File: config.mk
export PLATFORM = sky130hd
export DESIGN_NAME = fetch_stage
export DESIGN_NICKNAME = d
export VERILOG_FILES = /design/src/hdl/fetch_pkg.sv /design/src/hdl/fetch_stage.sv
export SDC_FILE = /design/constraint.sdc
export NUM_CORES = 1
export LEC_CHECK = 0
export BUFFER_PORTS_ARGS = -buffer_cell sky130_fd_sc_hd__clkbuf_2
export CORE_AREA = 2 2 263 265
export CTS_CLUSTER_DIAMETER = 60
export CTS_CLUSTER_SIZE = 8
export DETAILED_ROUTE_END_ITERATION = 10
export DIE_AREA = 0 0 265 267
export PLACE_DENSITY_LB_ADDON = 0.08
export SLEW_MARGIN = 20
export SYNTH_ARGS = -nofsm -noshare
export SYNTH_HDL_FRONTEND = slang
export SYNTH_SLANG_ARGS = --single-unit
File: constraint.sdc
create_clock -name clock -period 28.8 [get_ports clock]
set_input_delay 5.76 -clock clock [delete_from_list [all_inputs] [get_ports clock]]
set_output_delay 5.76 -clock clock [all_outputs]
set_load 0.005 [all_outputs]
File: src/hdl/fetch_pkg.sv
//////////////////////////////////////////////////
// shared sizes and types for the fetch subsystem
// address, instruction and memory word typedefs
// cache and target buffer index widths
// refill state encoding for the icache
//////////////////////////////////////////////////

package fetch_pkg;

	//////////////////////////////////////////////////
	// sizes
	//////////////////////////////////////////////////
	localparam int XLEN         = 32;    // pc and byte address width
	localparam int FETCH_WAYS   = 3;     // instructions per fetch group
	localparam int IMEM_WORDS   = 256;   // 64-bit words in instruction memory
	localparam int ICACHE_LINES = 16;    // direct mapped, one word per line
	localparam int BTB_ENTRIES  = 8;

	localparam int INST_BYTES   = 4;
	localparam int INST_OFFSET  = $clog2(INST_BYTES);    // pc bits below the instruction
	localparam int WORD_OFFSET  = 3;                     // byte offset inside a 64-bit word
	localparam int GROUP_BYTES  = INST_BYTES * FETCH_WAYS;

	localparam int WORD_BITS    = $clog2(IMEM_WORDS);
	localparam int INDEX_BITS   = $clog2(ICACHE_LINES);
	localparam int TAG_BITS     = WORD_BITS - INDEX_BITS; // rest of the word index
	localparam int BTB_BITS     = $clog2(BTB_ENTRIES);

	//////////////////////////////////////////////////
	// types
	//////////////////////////////////////////////////
	typedef logic [XLEN-1:0]       addr_t;        // byte address or pc
	typedef logic [31:0]           inst_t;
	typedef logic [63:0]           mem_word_t;    // memory word, also one cache line
	typedef logic [WORD_BITS-1:0]  word_index_t;
	typedef logic [INDEX_BITS-1:0] line_index_t;
	typedef logic [TAG_BITS-1:0]   cache_tag_t;
	typedef logic [BTB_BITS-1:0]   btb_index_t;

	// icache miss handling
	typedef enum logic [1:0] {
		RF_IDLE,      // all ports hit, or waiting to see a miss
		RF_REQUEST,   // refill_req up until the arbiter grants
		RF_WAIT       // read data returns in this cycle
	} refill_state_t;

endpackage

File: src/hdl/fetch_stage.sv
//////////////////////////////////////////////////
// fetch stage
// pc register with branch redirect and stall
// per-way pc, cache address and half-word select
// registered fetch packets for FETCH_WAYS ways
//////////////////////////////////////////////////

`timescale 1ns/1ps

module fetch_stage import fetch_pkg::*; (
	input  logic                         clock,
	input  logic                         reset,
	input  logic                         stall,            // level from downstream
	input  logic                         rob_take_branch,  // resolved taken branch
	input  addr_t                        rob_target_pc,
	input  addr_t                        pc_predicted,     // from the target buffer
	input  logic      [FETCH_WAYS-1:0]   icache_hit,
	input  mem_word_t [FETCH_WAYS-1:0]   icache_data,
	output addr_t                        fetch_pc,
	output addr_t     [FETCH_WAYS-1:0]   icache_addr,
	output logic      [FETCH_WAYS-1:0]   if_valid,
	output addr_t     [FETCH_WAYS-1:0]   if_pc,
	output addr_t     [FETCH_WAYS-1:0]   if_npc,
	output inst_t     [FETCH_WAYS-1:0]   if_inst
);

	addr_t                    pc_reg;
	addr_t [FETCH_WAYS-1:0]   way_pc;     // pc of each way in the current group
	inst_t [FETCH_WAYS-1:0]   way_inst;   // selected half of each cache word
	logic                     pc_advance;

	assign fetch_pc = pc_reg;

	//////////////////////////////////////////////////
	// per-way pc and cache lookup
	//////////////////////////////////////////////////
	for (genvar w = 0; w < FETCH_WAYS; w++) begin : g_way
		if (w == 0) begin : g_first
			assign way_pc[w] = pc_reg;
		end else begin : g_next
			assign way_pc[w] = way_pc[w-1] + addr_t'(INST_BYTES);  // consecutive instructions
		end
		// cache works on whole 64-bit words
		assign icache_addr[w] = {way_pc[w][XLEN-1:WORD_OFFSET], {WORD_OFFSET{1'b0}}};
		// bit 2 picks the upper instruction of the word
		assign way_inst[w] = way_pc[w][INST_OFFSET] ? icache_data[w][63:32]
		                                            : icache_data[w][31:0];
	end

	// the whole group must be present to move on
	assign pc_advance = !stall && (&icache_hit);

	//////////////////////////////////////////////////
	// pc register
	//////////////////////////////////////////////////
	always_ff @(posedge clock) begin
		if (reset) begin
			pc_reg <= '0;                   // fetch starts at address 0
		end else if (rob_take_branch) begin
			pc_reg <= rob_target_pc;        // redirect wins over stall
		end else if (pc_advance) begin
			pc_reg <= pc_predicted;
		end
	end

	//////////////////////////////////////////////////
	// fetch packets
	//////////////////////////////////////////////////
	always_ff @(posedge clock) begin
		if (reset || rob_take_branch) begin
			if_valid <= '0;                 // group on the wrong path is dropped
		end else if (pc_advance) begin
			if_valid <= '1;
		end else if (!stall) begin
			if_valid <= '0;                 // waiting on a miss
		end
	end

	// payload only loads on a real advance, otherwise holds
	always_ff @(posedge clock) begin
		if (pc_advance && !rob_take_branch) begin
			for (int w = 0; w < FETCH_WAYS; w++) begin
				if_pc[w]   <= way_pc[w];
				if_npc[w]  <= way_pc[w] + addr_t'(INST_BYTES);
				if_inst[w] <= way_inst[w];
			end
		end
	end

	// a redirect always kills the packet of the next cycle
	a_branch_kills_packet: assert property (@(posedge clock) disable iff (reset)
		rob_take_branch |=> (if_valid == '0));

endmodule

Word level (Yosys, flattened, before mapping)

Cells that the tools add are included.

Logic and storage cells: 27
Bits in registers: 259
Input bits: 263
Output and inout port bits: 419

Multiplexer cells: 7
Equal/unequal tests: 1
$add $sub $neg: 3
Reductions and logical operators: 7

Operators by type and width:

| cell                                                                     | number |
|---|---|
| 32-bit 2-to-1 mux                                                        | 5 |
| 32-bit by 3-bit adder with 32-bit output (second input constant)         | 3 |
| 3-bit 2-to-1 mux                                                         | 2 |
| 3-bit AND reduction                                                      | 1 |
| 1-bit logical AND                                                        | 2 |
| 1-bit zero test                                                          | 2 |
| 2-bit by 1-bit inequality test with 1-bit output (second input constant) | 1 |
| 2-bit nonzero test                                                       | 1 |
| 1-bit logical OR                                                         | 1 |

Depth between registers and ports, before layout

Depth after elaboration: 4
Mapped depth: 15
Depth with buffers taken out: 12

Least setup slack after synthesis

OpenSTA, ideal clock, no wires.

Kind: input -> register
Start: in stall
End: reg if_inst[0] (netlist bit), enable pin
Buffers on the path: 2
Stages on the path: 4
Slack: 12.566 ns
Library setup time: 0.797 ns
Required time: 28.003 ns
Arrival time: 15.437 ns
Path through: nand4b_1 > clkbuf_1 > clkbuf_1 > nor2_1

Cells in the longest elaborated chain, start to end: 3

Ends and longest elaborated chain:

| what                          | RTL line          | RTL |
|---|---|---|
| start, declared               | fetch_stage.sv:13 | `input logic stall,` |
| 1-bit zero test               | -                 |  |
| 1-bit logical AND             | fetch_stage.sv:51 | `assign pc_advance = !stall && (&icache_hit);` |
| 1-bit logical AND             | fetch_stage.sv:81 | `if (pc_advance && !rob_take_branch) begin` |
| end signal, assigned by index | fetch_stage.sv:85 | `if_inst[w] <= way_inst[w];` |
| end, declared                 | fetch_stage.sv:24 | `output inst_t [FETCH_WAYS-1:0] if_inst` |

Every way passes these cells.
A chain may end at the register's enable or synchronous reset.

==> summary.txt <==
Synthesis
  • Share of the synthesized area in the top cell type: 49.5%
  • Number of synthesis warnings: 0
  • Sequential share of the synthesized area: 54.5%
  • Top post-synthesis cells by area: edfxtp_1, buf_4, mux2_2
  • Largest family of logic cells by synthesized area: buffers and inverters
  • Xor/xnor share of the synthesized area: 5.44%
  • Post-Syn Area: 13100 µm²
  • Fraction of registers with async set/reset: 0%
  • Yosys reg bits: 249
  • Post-synthesis mux area share: 10.7%
  • Unique masters post-synth: 76
  • Post-Syn Area per Cell: 12.2 µm²
  • Ys flop type: edfxtp_1
  • Synth Area in Simple Gates: 10.9%
  • Largest area contributor in the netlist: edfxtp_1
  • Post-synth EDFFs: 216
  • Synth Area in Compound Gates: 4.34%
  • Synth Area in Adders: 0.286%
  • Syn Inst Count: 1075

Power
  • Net switching power: 0.234 mW
  • Total power: 0.986 mW
  • Int Power: 0.752 mW
  • Reg power frac: 41.6%
  • Sw frac: 23.8%
  • Combinational power share: 8.8%
  • PD cells: 56.7 nW/µm²
  • Clock Power Share: 49.6%
  • Leakage: 7.68 nW
  • Max VDD drop: 0.0346 mV

Timing
  • Fin. Hold Viols: 0
  • Clk_skew: 0.0212 ns
  • WHS: 0.477 ns
  • Slew Limit Fails: 0
  • RSZ-0062 raised after global routing: no
  • Worst slew pin tran: 1.01 ns
  • Setup_tns: 0 ns
  • Worst slew margin: 32.5%
  • Fmax: 94.8 MHz
  • Final setup margin: 18.25 ns
  • Fin crit period: 10.55 ns
  • Final setup vio count: 0
  • Period utilization: 36.6%

Clocking
  • Post-CTS sizing: 0
  • Setup Fix Bufs, Post-CTS: 0
  • CTS clock-pin slew for the worst setup and hold paths: 0.05 ns
  • Num CTS Buffers: 43
  • Longest Clk Path Bufs: 3
  • Worst skew pair latency: 0.56 ns
  • CTS tree: done
  • Cts hold-fix bufs: 0
  • # clock sinks: 249
  • CTS H-Tree Depth: 2
  • Clk root buf: clkbuf_16

Floorplan
  • Io pins: 682
  • Die Width: 265 µm
  • Placement Rows: 96
  • Die Area: 70800 µm²
  • Die height: 267 µm
  • Core Area: 68000 µm²
  • Initial cell density of the core: 19.3%

Global route
  • Initial antenna violation count: 2
  • Gr usage total: 14.5%
  • Largest net degree at the start of global routing: 68
  • First-pass GRT wire length: 73300 µm
  • Vias in the first global route: 9779
  • Gr ovfl total: 0

Setup path
  • Crit start category: register
  • CP required: 23.04 ns
  • WP data arrival: 4.79 ns
  • CP endpoint kind: primary output
  • Crit-path max FO: 15
  • Critical path class: register to primary output

Detailed routing
  • DRT Wirelength: 53700 µm
  • DRT antenna net count: 0
  • Via count: 9889
  • First DRT Iteration DRCs: 565
  • Pre-antenna DRT Iters: 5
  • Drt drc: 0
  • Vias per inst: 3.99
  • Drt wl/cell: 21.6 µm

Placed design
  • Worst slack, placed: 18.78 ns
  • GP Congestion: 0.818
  • IO buf count: 672
  • Final HPWL DP: 42900 µm

Finish
  • Share of cells above drive strength 1: 54.4%
  • Syn-to-layout area delta: 32.6%
  • Layout Nets: 1836
  • Finished Core Util: 25.6%
  • # fillers: 7361

Run
  • Max Cap Viol: 0

Outcome
  • Outcome: completed

Min path
  • Min-Delay Path Class: register to register
[worst max-delay path, cell delays in order (launching register included)]
cell and delay, ns:
dfxtp_1 0.62, ha_1 0.55, nand4_2 0.30, nor4_2 0.38, xnor2_1 0.19, clkinv_1 0.18, o21ai_1 0.15, or4b_1 0.72
nor4b_4 0.35, and3_1 0.22, and3_1 0.21, xor2_2 0.21, clkbuf_2 0.15
[stage by stage]
step           instance area [µm²]  cells
3_3_place_gp                 16000   2407
4_1_cts                      17400   2477
6_report                     17400   2481
3_5_place_dp                 16000   2407
2_1_floorplan                13100   1083
5_1_grt                      17400   2478
[worst paths after layout]
kind	start	endpoint	slack (ns)	cells after the start
setup reg to reg	fetch_pc[3]	if_npc[92]	23.89	12
hold / removal	fetch_pc[1]	if_pc[1]	0.48	0
hold reg to reg	fetch_pc[1]	if_pc[1]	0.48	0
setup / recovery	fetch_pc[3]	icache_addr[95]	18.25	12
[layout by cell type (no fill, tap or decap), types with 11 or more instances in the layout]
cell type	n
nand4_1	16
xnor2_1	55
clkbuf_1	11
buf_4	18
nor2_1	76
clkbuf_2	672
edfxtp_1	216
nor3_1	15
dfxtp_1	32
clkbuf_16	44
mux2_2	96
xor2_1	21
and3_1	13
nand2_1	43
a21oi_1	39
inv_1	18
nand3_1	25
mux2i_1	32
[synth_stat cells, types with 13 or more instances]
master	number
mux2_2	96
and3_1	13
nor3_1	15
mux2i_1	32
nand3_1	25
edfxtp_1	216
nor2_1	77
dfxtp_1	33
nand4_1	16
xor2_1	22
xnor2_1	55
buf_4	208
inv_1	18
clkbuf_1	28
nand2_1	43
a21oi_1	39
[power by group through the flow]
stage	sequential (mW)	combinational, mW	clock, mW
3_3_place_gp	0.417	0.0897	0
5_1_grt	0.411	0.0957	0.523
3_5_place_dp	0.417	0.0892	0
2_1_floorplan	0.413	0.0566	0
4_1_cts	0.410	0.0896	0.509
6_report	0.410	0.0867	0.489
[cell type report]
class,count,area [µm²],area share (%)
clock inverter,13,166,0.958
antenna,4,10.0,0.0576
tap,882,1100,6.35
timing repair buffer,690,3500,20.1
sequential,249,7150,41.1
clock buffer,57,1170,6.73
multi-input combinational,566,4200,24.2
inverter,20,75.1,0.432
[cell families (layout without fill, tap and decap cells)]
group / Yosys count / count (layout)
buf+inv: 268 / 780
simple gates: 258 / 258
flops: 249 / 249
mux: 128 / 128
compound gates: 89 / 89
xor+xnor: 79 / 79
fa+ha+maj: 3 / 3
other cells: 1 / 13
[state kept, by name, summed over array words and instances, names as in the netlist]
name      count
fetch_pc     32
if_pc        32
if_npc       88
if_inst      96
if_valid      1
[per-layer routing]
metal | wire [µm] | global-route usage [%] | up-vias
met2 | 27700 | 26.0 | 376
met4 | 1210 | 3.99 | 2
met1 | 21300 | 16.8 | 4800
met3 | 3450 | 3.99 | 67
met5 | 7 | 0 | -
li1 | - | - | 4644
(Power assumes the default switching activity.)
