<file path="config.mk">
export PLATFORM = sky130hd
export DESIGN_NAME = branch_target_buffer
export DESIGN_NICKNAME = d
export VERILOG_FILES = /design/src/hdl/fetch_pkg.sv /design/src/hdl/branch_target_buffer.sv
export SDC_FILE = /design/constraint.sdc
export NUM_CORES = 1
export LEC_CHECK = 0
export CAP_MARGIN = 40
export CORE_MARGIN = 5
export CORE_UTILIZATION = 40
export CTS_CLUSTER_DIAMETER = 30
export DETAILED_ROUTE_END_ITERATION = 12
export DONT_BUFFER_PORTS = 1
export MAX_ROUTING_LAYER = met4
export PLACE_DENSITY = 0.52
export REMOVE_ABC_BUFFERS = 1
export SYNTH_ARGS = -nofsm -noshare
export SYNTH_HDL_FRONTEND = slang
export SYNTH_SLANG_ARGS = --single-unit
</file>
<file path="constraint.sdc">
create_clock -name clock -period 5.92 [get_ports clock]
set_input_delay 0.296 -clock clock [delete_from_list [all_inputs] [get_ports clock]]
set_output_delay 0.296 -clock clock [all_outputs]
set_load 0.02 [all_outputs]
</file>
<file path="src/hdl/fetch_pkg.sv">
//////////////////////////////////////////////////
// shared sizes and types for the fetch subsystem
// address, instruction and memory word typedefs
// cache and target buffer index widths
// refill state encoding for the icache
//////////////////////////////////////////////////

package fetch_pkg;

	//////////////////////////////////////////////////
	// sizes
	//////////////////////////////////////////////////
	localparam int XLEN         = 32;    // pc and byte address width
	localparam int FETCH_WAYS   = 3;     // instructions per fetch group
	localparam int IMEM_WORDS   = 256;   // 64-bit words in instruction memory
	localparam int ICACHE_LINES = 16;    // direct mapped, one word per line
	localparam int BTB_ENTRIES  = 8;

	localparam int INST_BYTES   = 4;
	localparam int INST_OFFSET  = $clog2(INST_BYTES);    // pc bits below the instruction
	localparam int WORD_OFFSET  = 3;                     // byte offset inside a 64-bit word
	localparam int GROUP_BYTES  = INST_BYTES * FETCH_WAYS;

	localparam int WORD_BITS    = $clog2(IMEM_WORDS);
	localparam int INDEX_BITS   = $clog2(ICACHE_LINES);
	localparam int TAG_BITS     = WORD_BITS - INDEX_BITS; // rest of the word index
	localparam int BTB_BITS     = $clog2(BTB_ENTRIES);

	//////////////////////////////////////////////////
	// types
	//////////////////////////////////////////////////
	typedef logic [XLEN-1:0]       addr_t;        // byte address or pc
	typedef logic [31:0]           inst_t;
	typedef logic [63:0]           mem_word_t;    // memory word, also one cache line
	typedef logic [WORD_BITS-1:0]  word_index_t;
	typedef logic [INDEX_BITS-1:0] line_index_t;
	typedef logic [TAG_BITS-1:0]   cache_tag_t;
	typedef logic [BTB_BITS-1:0]   btb_index_t;

	// icache miss handling
	typedef enum logic [1:0] {
		RF_IDLE,      // all ports hit, or waiting to see a miss
		RF_REQUEST,   // refill_req up until the arbiter grants
		RF_WAIT       // read data returns in this cycle
	} refill_state_t;

endpackage

</file>
<file path="src/hdl/branch_target_buffer.sv">
//////////////////////////////////////////////////
// branch target buffer
// direct mapped, indexed by pc bits 4 to 2
// predicts the start of the next fetch group
// trained by every resolved taken branch
//////////////////////////////////////////////////

`timescale 1ns/1ps

module branch_target_buffer import fetch_pkg::*; (
	input  logic    clock,
	input  logic    reset,
	input  addr_t   fetch_pc,          // way 0 pc of the current group
	input  logic    rob_take_branch,   // training strobe
	input  addr_t   rob_branch_pc,
	input  addr_t   rob_target_pc,
	output addr_t   pc_predicted
);

	//////////////////////////////////////////////////
	// storage
	//////////////////////////////////////////////////
	logic [BTB_ENTRIES-1:0]  btb_valid;
	addr_t                   btb_pc     [BTB_ENTRIES];  // full branch pc, no partial tag
	addr_t                   btb_target [BTB_ENTRIES];

	btb_index_t                 train_idx;
	addr_t      [FETCH_WAYS-1:0] way_pc;
	btb_index_t [FETCH_WAYS-1:0] way_idx;
	logic       [FETCH_WAYS-1:0] way_hit;

	assign train_idx = rob_branch_pc[INST_OFFSET +: BTB_BITS];

	// reset empties every entry
	always_ff @(posedge clock) begin
		if (reset) begin
			btb_valid <= '0;
		end else if (rob_take_branch) begin
			btb_valid[train_idx] <= 1'b1;
		end
	end

	always_ff @(posedge clock) begin
		if (rob_take_branch) begin
			btb_pc[train_idx]     <= rob_branch_pc;   // newest branch replaces the entry
			btb_target[train_idx] <= rob_target_pc;
		end
	end

	//////////////////////////////////////////////////
	// lookup, one probe per way
	//////////////////////////////////////////////////
	for (genvar w = 0; w < FETCH_WAYS; w++) begin : g_probe
		assign way_pc[w]  = fetch_pc + addr_t'(INST_BYTES * w);
		assign way_idx[w] = way_pc[w][INST_OFFSET +: BTB_BITS];
		assign way_hit[w] = btb_valid[way_idx[w]] && (btb_pc[way_idx[w]] == way_pc[w]);
	end

	// lowest hitting way decides, so scan from the top down
	always_comb begin
		pc_predicted = fetch_pc + addr_t'(GROUP_BYTES);  // fall through to the next group
		for (int w = FETCH_WAYS - 1; w >= 0; w--) begin
			if (way_hit[w]) begin
				pc_predicted = btb_target[way_idx[w]];
			end
		end
	end

endmodule

</file>
After elaboration in Yosys (flattened, before gate mapping)
Memories as Yosys holds them, arrays and structs flattened.
Cells that the tools add are included.

storage, ports and cells
  bits in writable memories = 512
  memories = 2
  bits in registers = 8
  output and inout bits = 32

operators by class
  reductions and logical operators = 4
  bitwise gates (word level) = 1
  mux-type cells = 13
  equality and inequality tests = 3
  add/sub/neg operators = 3
  order comparisons = 5

memory list
  name        depth  bits a word  rd ports  clocked after memory_dff  wr ports  line                        source
  btb_pc      8      32           3         0                         1         branch_target_buffer.sv:24  addr_t btb_pc [BTB_ENTRIES];
  btb_target  8      32           3         0                         1         branch_target_buffer.sv:25  addr_t btb_target [BTB_ENTRIES];

operators with widths
  kind                                                                   count
  32-bit equality test                                                   3
  32-bit two-way mux                                                     3
  32-bit by 4-bit adder with 32-bit output, second input constant        2
  32-bit by 3-bit adder with 32-bit output, second input constant        1
  3-bit by 4-bit < comparator with 1-bit output, second input constant   4
  1-bit binary-select mux with 3-bit select                              3
  8-bit bitwise OR                                                       1
  1-bit two-way mux                                                      6
  1-bit logical AND                                                      4
  1-bit demux with 3-bit select                                          1
  3-bit by 1-bit >= comparator with 1-bit output, second input constant  1

Longest topological paths before layout
Gate-level depths: netlist of run 1.

  depth after elaboration = 7
  mapped depth = 20
  depth with buffers taken out = 11

Worst setup path after synthesis of run 1
OpenSTA, ideal clock, no wires.

  kind = input-to-reg
  from = in rob_branch_pc[2]
  to = mem btb_pc[0][0] (netlist name), enable pin
  data required time = 5.352 ns
  setup slack = 0.477 ns
  data arrival time = 4.875 ns
  cell stages on the path = 2
  path through = nand2b_1 > nor3_1

RTL lines
  element      line                        source
  from (decl)  branch_target_buffer.sv:15  input addr_t rob_branch_pc,
  to (decl)    branch_target_buffer.sv:24

Straight into the memory's write port.

Final worst setup path of run 1
  from = in fetch_pc[2]
  to = out pc_predicted[7]

on the way
  word-level cells in the longest chain between the ends = 7

RTL lines
  element                                                                                     line                        source
  from (decl)                                                                                 branch_target_buffer.sv:13  input addr_t fetch_pc,
  32-bit by 4-bit adder with 32-bit output                                                    branch_target_buffer.sv:54  assign way_pc[w] = fetch_pc + addr_t'(INST_BYTES * w);
  memory read 8 x 32 bit / 1-bit binary-select mux with 3-bit select (equally long branches)  n/a
  32-bit equality test / 1-bit two-way mux (equally long branches)                            branch_target_buffer.sv:56  assign way_hit[w] = btb_valid[way_idx[w]] && (btb_pc[way_idx[w]] == way_pc[w]);
  1-bit logical AND                                                                           branch_target_buffer.sv:56
  32-bit two-way mux (2 in series)                                                            branch_target_buffer.sv:63  if (way_hit[w]) begin
  32-bit two-way mux *                                                                        branch_target_buffer.sv:63
  to (decl)                                                                                   branch_target_buffer.sv:17  output addr_t pc_predicted

Mark *: on every way between the ends. The rest lies on a longest branch, timed or not. The select of a mux whose other input is x is not followed.

==> results of run 1 <==
-- sequential cells by signal, summed over array words and instances, names as in the netlist --
| name | flops |
|---|---|
| btb_pc | 256 |
| btb_target | 256 |
| btb_valid | 8 |
-- stage by stage --
step	cell area [um2]	power, mW
after floorplan	29600	5.24
after global placement	31600	5.52
after detailed placement	31700	5.53
after CTS	36200	11.9
after global routing	36200	12.2
final	36200	11.8
-- area by class of cell --
type / count / area, um2
diodes: 6 / 15.0
clock buffers: 129 / 2880
clock inverters: 76 / 960
fillers: 6380 / 39400
inverters: 6 / 25.0
multi-input cells: 1273 / 14200
flip-flops and latches: 520 / 15500
well taps: 978 / 1220
repair buffers: 151 / 1450
-- logic make-up after synthesis --
| kind of cell | after synthesis | synth area share |
|---|---|---|
| fa+ha+maj | 4 | 0.00164 |
| mux | 509 | 0.314 |
| compound gates | 129 | 0.0252 |
| xor+xnor | 155 | 0.0494 |
| simple gates | 476 | 0.0714 |
| flops | 520 | 0.510 |
| buf+inv | 173 | 0.0282 |
-- layout by cell type, fill, tap and decap left out, types with 36 or more instances in the layout --
| master | n |
|---|---|
| sky130_fd_sc_hd__xor2_1 | 47 |
| sky130_fd_sc_hd__nor2_1 | 81 |
| sky130_fd_sc_hd__clkbuf_16 | 111 |
| sky130_fd_sc_hd__buf_4 | 74 |
| sky130_fd_sc_hd__mux2i_1 | 145 |
| sky130_fd_sc_hd__mux4_2 | 347 |
| sky130_fd_sc_hd__dlygate4sd3_1 | 65 |
| sky130_fd_sc_hd__a21oi_1 | 36 |
| sky130_fd_sc_hd__edfxtp_1 | 512 |
| sky130_fd_sc_hd__nand2_1 | 240 |
| sky130_fd_sc_hd__xnor2_1 | 96 |
-- worst register-to-register path, delay by kind of cell (launching register included) --
family | cells | cell delay (ps)
DFF | 1 | 340
and+or+nand+nor | 2 | 180
-- worst paths after layout --
kind	endpoint	slack, ps
worst max-delay path	pc_predicted[7]	500
worst min register to register	btb_valid[2]	500
worst max register to register	btb_valid[7]	5280
worst min-delay path	btb_target[7][4]	90
-- power by group --
group | switching [mW] | leakage (nW) | total (mW) | internal, mW
clock network | 2.04 | 1.83 | 6.25 | 4.21
registers | 0.0751 | 4.72 | 4.26 | 4.19
logic | 0.626 | 5.81 | 1.28 | 0.654
-- metal layers --
layer	global-route usage	up-vias	wire length, um
met2	0.383	666	46900
met5	-	-	0
met3	0.0418	164	5710
met4	0.0636	0	2160
li1	-	8210	-
met1	0.282	10000	36600
==> results.json, run 1 <==
{
  "outcome": "complete, no violations",
  "routed_wirelength_um": 91300,
  "cts_hold_buf": 65,
  "floorplan.die_area_um2": 81800,
  "count_of_final_max_slew_check_failures": 0,
  "worst_hold_slack_ps": 89.1,
  "fin_crit_sh": 0.916,
  "synthMostInstantiatedCell": "sky130_fd_sc_hd__edfxtp_1",
  "endpoint_kind": "output port",
  "grtUsageTotal": 0.227,
  "coreArea_um2": 75700,
  "period_minus_slack_ps": 5420,
  "cpLargestDelayFamily": "simple AND/OR/NAND/NOR gates",
  "number_of_buffer_cells_added_on_primary_ports": 0,
  "finalClockSkew_ps": 0,
  "flow.area_growth_from_synthesis_pct": 19.0,
  "cts_post_setup_buffers_inserted": 0,
  "routedWlPerCell_um": 29.1,
  "async_reset_ff_frac": 0,
  "cell_area_after_technology_mapping_um2": 30500,
  "cts-resized-gates": 0,
  "post_route_core_utilization": 0.479,
  "worstSetupStartpoint": "fetch_pc[2]",
  "vdd_drop_max_v": 0.000242,
  "clockRootBuffer": "sky130_fd_sc_hd__clkbuf_16",
  "vias_per_cell": 6.07,
  "yosysTopAreaCell": "sky130_fd_sc_hd__edfxtp_1",
  "worstHoldPathCells": 2,
  "grt_setup_unrepaired": "no",
  "maximum_number_of_pins_on_one_net_before_global_route_repair": 377,
  "critPathSlowestCell": "sky130_fd_sc_hd__ha_1",
  "tritoncts_num_sinks": 520,
  "rr_worst_depth": 2,
  "cp_max_fo": 376,
  "slew-limit-headroom": 0.374,
  "path_buf_inv": 3,
  "post_synth_main_area_contributors": "sky130_fd_sc_hd__edfxtp_1, sky130_fd_sc_hd__mux4_2, sky130_fd_sc_hd__mux2i_1",
  "max_freq_mhz": 184,
  "path_depth": 13,
  "detail-route-antenna-nets": 0,
  "final_layout_size_suffix_gt1_frac": 0.300,
  "crit_path_start_kind": "primary input",
  "cts_tree": "done",
  "p_per_area_nw_per_um2": 325,
  "worst_hold_startpoint": "rob_branch_pc[3]",
  "drt_drc_violations_left": 0,
  "synthCells": 1966,
  "synth_enable_flop_cells": 512,
  "yosys_register_bits": 520,
  "grt_first_pass_wirelength_um": 134000,
  "worst_ep_arrival_time_ps": 5130,
  "max-cap-violations": 0,
  "synth_top_flop_cell": "sky130_fd_sc_hd__edfxtp_1",
  "tritoncts.num_buffers": 109,
  "path_cells": "ha_1 > xnor2_2 > buf_4 > mux4_2 > xor3_1 > nor3_1 > nand4_1 > nor4_1 > and4_2 > nand2b_2 > buf_12 > o21ai_0 > buf_4",
  "yosys_warnings": 0,
  "yosys-top-cells-count": "sky130_fd_sc_hd__edfxtp_1, sky130_fd_sc_hd__mux4_2, sky130_fd_sc_hd__nand2_1",
  "worst_slack_ps": 498,
  "floorplan.rows": 101,
  "drt_first_iter_violations": 1647,
  "power.leakage_nw": 12.4,
  "detail_route.first_pass.iterations": 5,
  "grt_pass1_vias": 19900,
  "worst_hold_path_type": "primary input to register",
  "grt_overflow": 0,
  "synth_area_per_cell_um2": 15.5,
  "i_o_pin_count": 131,
  "post-place-ws_ps": 848,
  "synth_top_area_share": 0.505,
  "grt_antenna_before_repair": 6,
  "synth.lib_cells_used.distinct": 64,
  "final_cell_count_no_fill": 3139,
  "crit_path_max_incr_delay_ps": 630,
  "criticalPathCategory": "primary input to output port",
  "worst_setup_hold_path_clk_slew_ps": 50,
  "cpMostUsedCell": "sky130_fd_sc_hd__buf_4",
  "tightestPinTransition_ps": 932,
  "routed-via-count": 19100,
  "hold_violations": 0,
  "setup_violations": 0,
  "fp.dieH_um": 286,
  "start_util": 0.402,
  "totalNegativeSetupSlack_ps": 0,
  "gpl.final_weighted_congestion": 0.855,
  "sequential_area_share_after_synthesis": 0.510,
  "htree_num_levels": 3,
  "design.final.nets": 2164,
  "post-place-cells": 2863,
  "worstPathRequired_ps": 5620,
  "clock_latency_ps": 660,
  "clockBufferDepth": 3,
  "floorplan.die.width_um": 286,
  "crit-reg2reg-launch": "btb_valid[7]",
  "dp_hpwl_um": 58000
}
Power figures use the tool's default switching activity.
==> run 2, diff against run 1 <==
Settings changed: CAP_MARGIN 40 to 5, CELL_PAD_IN_SITES_DETAIL_PLACEMENT from default to 0, CELL_PAD_IN_SITES_GLOBAL_PLACEMENT from default to 1, CORE_UTILIZATION 40 to 55, PLACE_DENSITY 0.52 to 0.78.
==> run 2 against run 1 <==
  * Final cell count is 8.3% lower
  * Critical endpoint unchanged
  * Highest routed layer unchanged
  * Sequential share of layout area is 1.0 points higher
  * Utilization is 16 points higher
==> results.json, run 2 (synthesis gave the netlist of run 1 again) <==
{
  "outcome": "complete, no violations",
  "routed-via-count": 19300,
  "hold_violations": 0,
  "htree_num_levels": 3,
  "floorplan.die.width_um": 245,
  "post-place-ws_ps": 1030,
  "routedWlPerCell_um": 29.3,
  "clockBufferDepth": 3,
  "sequential_fraction_of_design_power": 0.380,
  "endpoint_kind": "output port",
  "routed_wirelength_um": 84500,
  "proportion_of_total_power_due_to_net_switching": 0.236,
  "slew-limit-headroom": 0.194,
  "dp_hpwl_um": 51300,
  "fp.dieH_um": 245,
  "grt_pass1_vias": 20000,
  "tightestPinTransition_ps": 1200,
  "drt_first_iter_violations": 1843,
  "fin_crit_sh": 0.852,
  "commonest_cells_after_routing_fill_and_taps_aside": "sky130_fd_sc_hd__edfxtp_1, sky130_fd_sc_hd__mux4_2, sky130_fd_sc_hd__nand2_1",
  "gpl.final_weighted_congestion": 0.894,
  "setup_violations": 0,
  "worst_hold_path_type": "primary input to register",
  "cts_post_setup_buffers_inserted": 0,
  "number_of_buffer_cells_added_on_primary_ports": 0,
  "crit_path_start_kind": "primary input",
  "flow.area_growth_from_synthesis_pct": 16.2,
  "tritoncts_num_sinks": 520,
  "cp_max_fo": 376,
  "grt_first_pass_wirelength_um": 126000,
  "cts_tree": "done",
  "grtUsageTotal": 0.291,
  "pwr-share-comb": 0.111,
  "i_o_pin_count": 131,
  "cts-resized-gates": 0,
  "clock_latency_ps": 620,
  "power.leakage_nw": 12.1,
  "post-route-cell-area_um2": 35400,
  "design.final.nets": 2143,
  "start_util": 0.554,
  "placed_area_um2": 31200,
  "tritoncts.num_buffers": 101,
  "grt_setup_unrepaired": "no",
  "grt_antenna_before_repair": 4,
  "drt_drc_violations_left": 0,
  "criticalPathCategory": "primary input to output port",
  "worstPathRequired_ps": 5620,
  "sw_power_mw": 2.65,
  "worst_setup_hold_path_clk_slew_ps": 50,
  "internal-power_mw": 8.57,
  "floorplan.die_area_um2": 60200,
  "detail_route.first_pass.iterations": 5,
  "clockRootBuffer": "sky130_fd_sc_hd__clkbuf_16",
  "count_of_final_max_slew_check_failures": 0,
  "post_route_core_utilization": 0.644,
  "total_power_mw": 11.2,
  "max-cap-violations": 0,
  "commonest_non_fill_non_tap_cell_in_the_layout": "sky130_fd_sc_hd__edfxtp_1",
  "worst_ep_arrival_time_ps": 4750,
  "coreArea_um2": 55000,
  "largestRegisters": "btb_pc (256), btb_target (256), btb_valid (8)",
  "p_per_area_nw_per_um2": 317,
  "power.clock.fraction": 0.508,
  "worst_slack_ps": 878,
  "cts_hold_buf": 65,
  "floorplan.rows": 86,
  "grt_overflow": 0,
  "finalClockSkew_ps": 0,
  "vdd_drop_max_v": 0.000252,
  "max_freq_mhz": 198,
  "period_minus_slack_ps": 5040,
  "vias_per_cell": 6.68,
  "detail-route-antenna-nets": 0,
  "final_layout_size_suffix_gt1_frac": 0.295,
  "maximum_number_of_pins_on_one_net_before_global_route_repair": 377
}
## run 2: metal layers
metal / global-route usage / vias up / share of wire
met5: - / - / 0
met4: 0.106 / 0 / 0.034
met3: 0.0628 / 178 / 0.098
met2: 0.470 / 967 / 0.50
met1: 0.369 / 9919 / 0.37
li1: - / 8186 / -
## run 2: worst max-delay path, cell delays in order
cell and delay (ps):
sky130_fd_sc_hd__ha_1 480, sky130_fd_sc_hd__xnor2_2 860, sky130_fd_sc_hd__mux4_2 630, sky130_fd_sc_hd__xnor2_1 140, sky130_fd_sc_hd__a311oi_1 400, sky130_fd_sc_hd__nand4_1 200, sky130_fd_sc_hd__nor4_1 220, sky130_fd_sc_hd__and4_2 290
sky130_fd_sc_hd__nand2b_2 350, sky130_fd_sc_hd__buf_4 320, sky130_fd_sc_hd__o21ai_0 140, sky130_fd_sc_hd__buf_4 180
## run 2: layout make-up
type                            count  area [um2]
Antenna cell                        5        12.5
Clock buffer                      110        2600
Clock inverter                     80         877
Fill cell                        3833       19600
Inverter                            6        25.0
Multi-Input combinational cell   1273       14200
Sequential cell                   520       15500
Tap cell                          748         936
Timing Repair Buffer              138        1240
## run 2: final timing paths
check                    from              end  slack [ps]  depth (start not counted)
min          rob_branch_pc[3]    btb_pc[1][13]          80                          2
max               fetch_pc[2]  pc_predicted[7]         880                         12
min reg2reg      btb_valid[0]     btb_valid[0]         510                          2
max reg2reg      btb_valid[3]     btb_valid[3]        5300                          2
## run 2: power groups by stage
stage | Combinational (mW) | Clock (mW) | Sequential, mW
2_1_floorplan | 0.934 | 0 | 4.30
3_3_place_gp | 1.16 | 0 | 4.32
3_5_place_dp | 1.16 | 0 | 4.33
4_1_cts | 1.25 | 5.77 | 4.26
5_1_grt | 1.32 | 5.97 | 4.27
6_report | 1.25 | 5.70 | 4.26
## run 2: stage by stage
stage	hold slack (ps)	instances	setup TNS, ps
CTS	67.5	2875	0
detailed placement	372	2620	0
floorplan	368	1799	-59940
global placement	370	2620	0
global route	80.6	2879	0
finish	84.3	2880	0
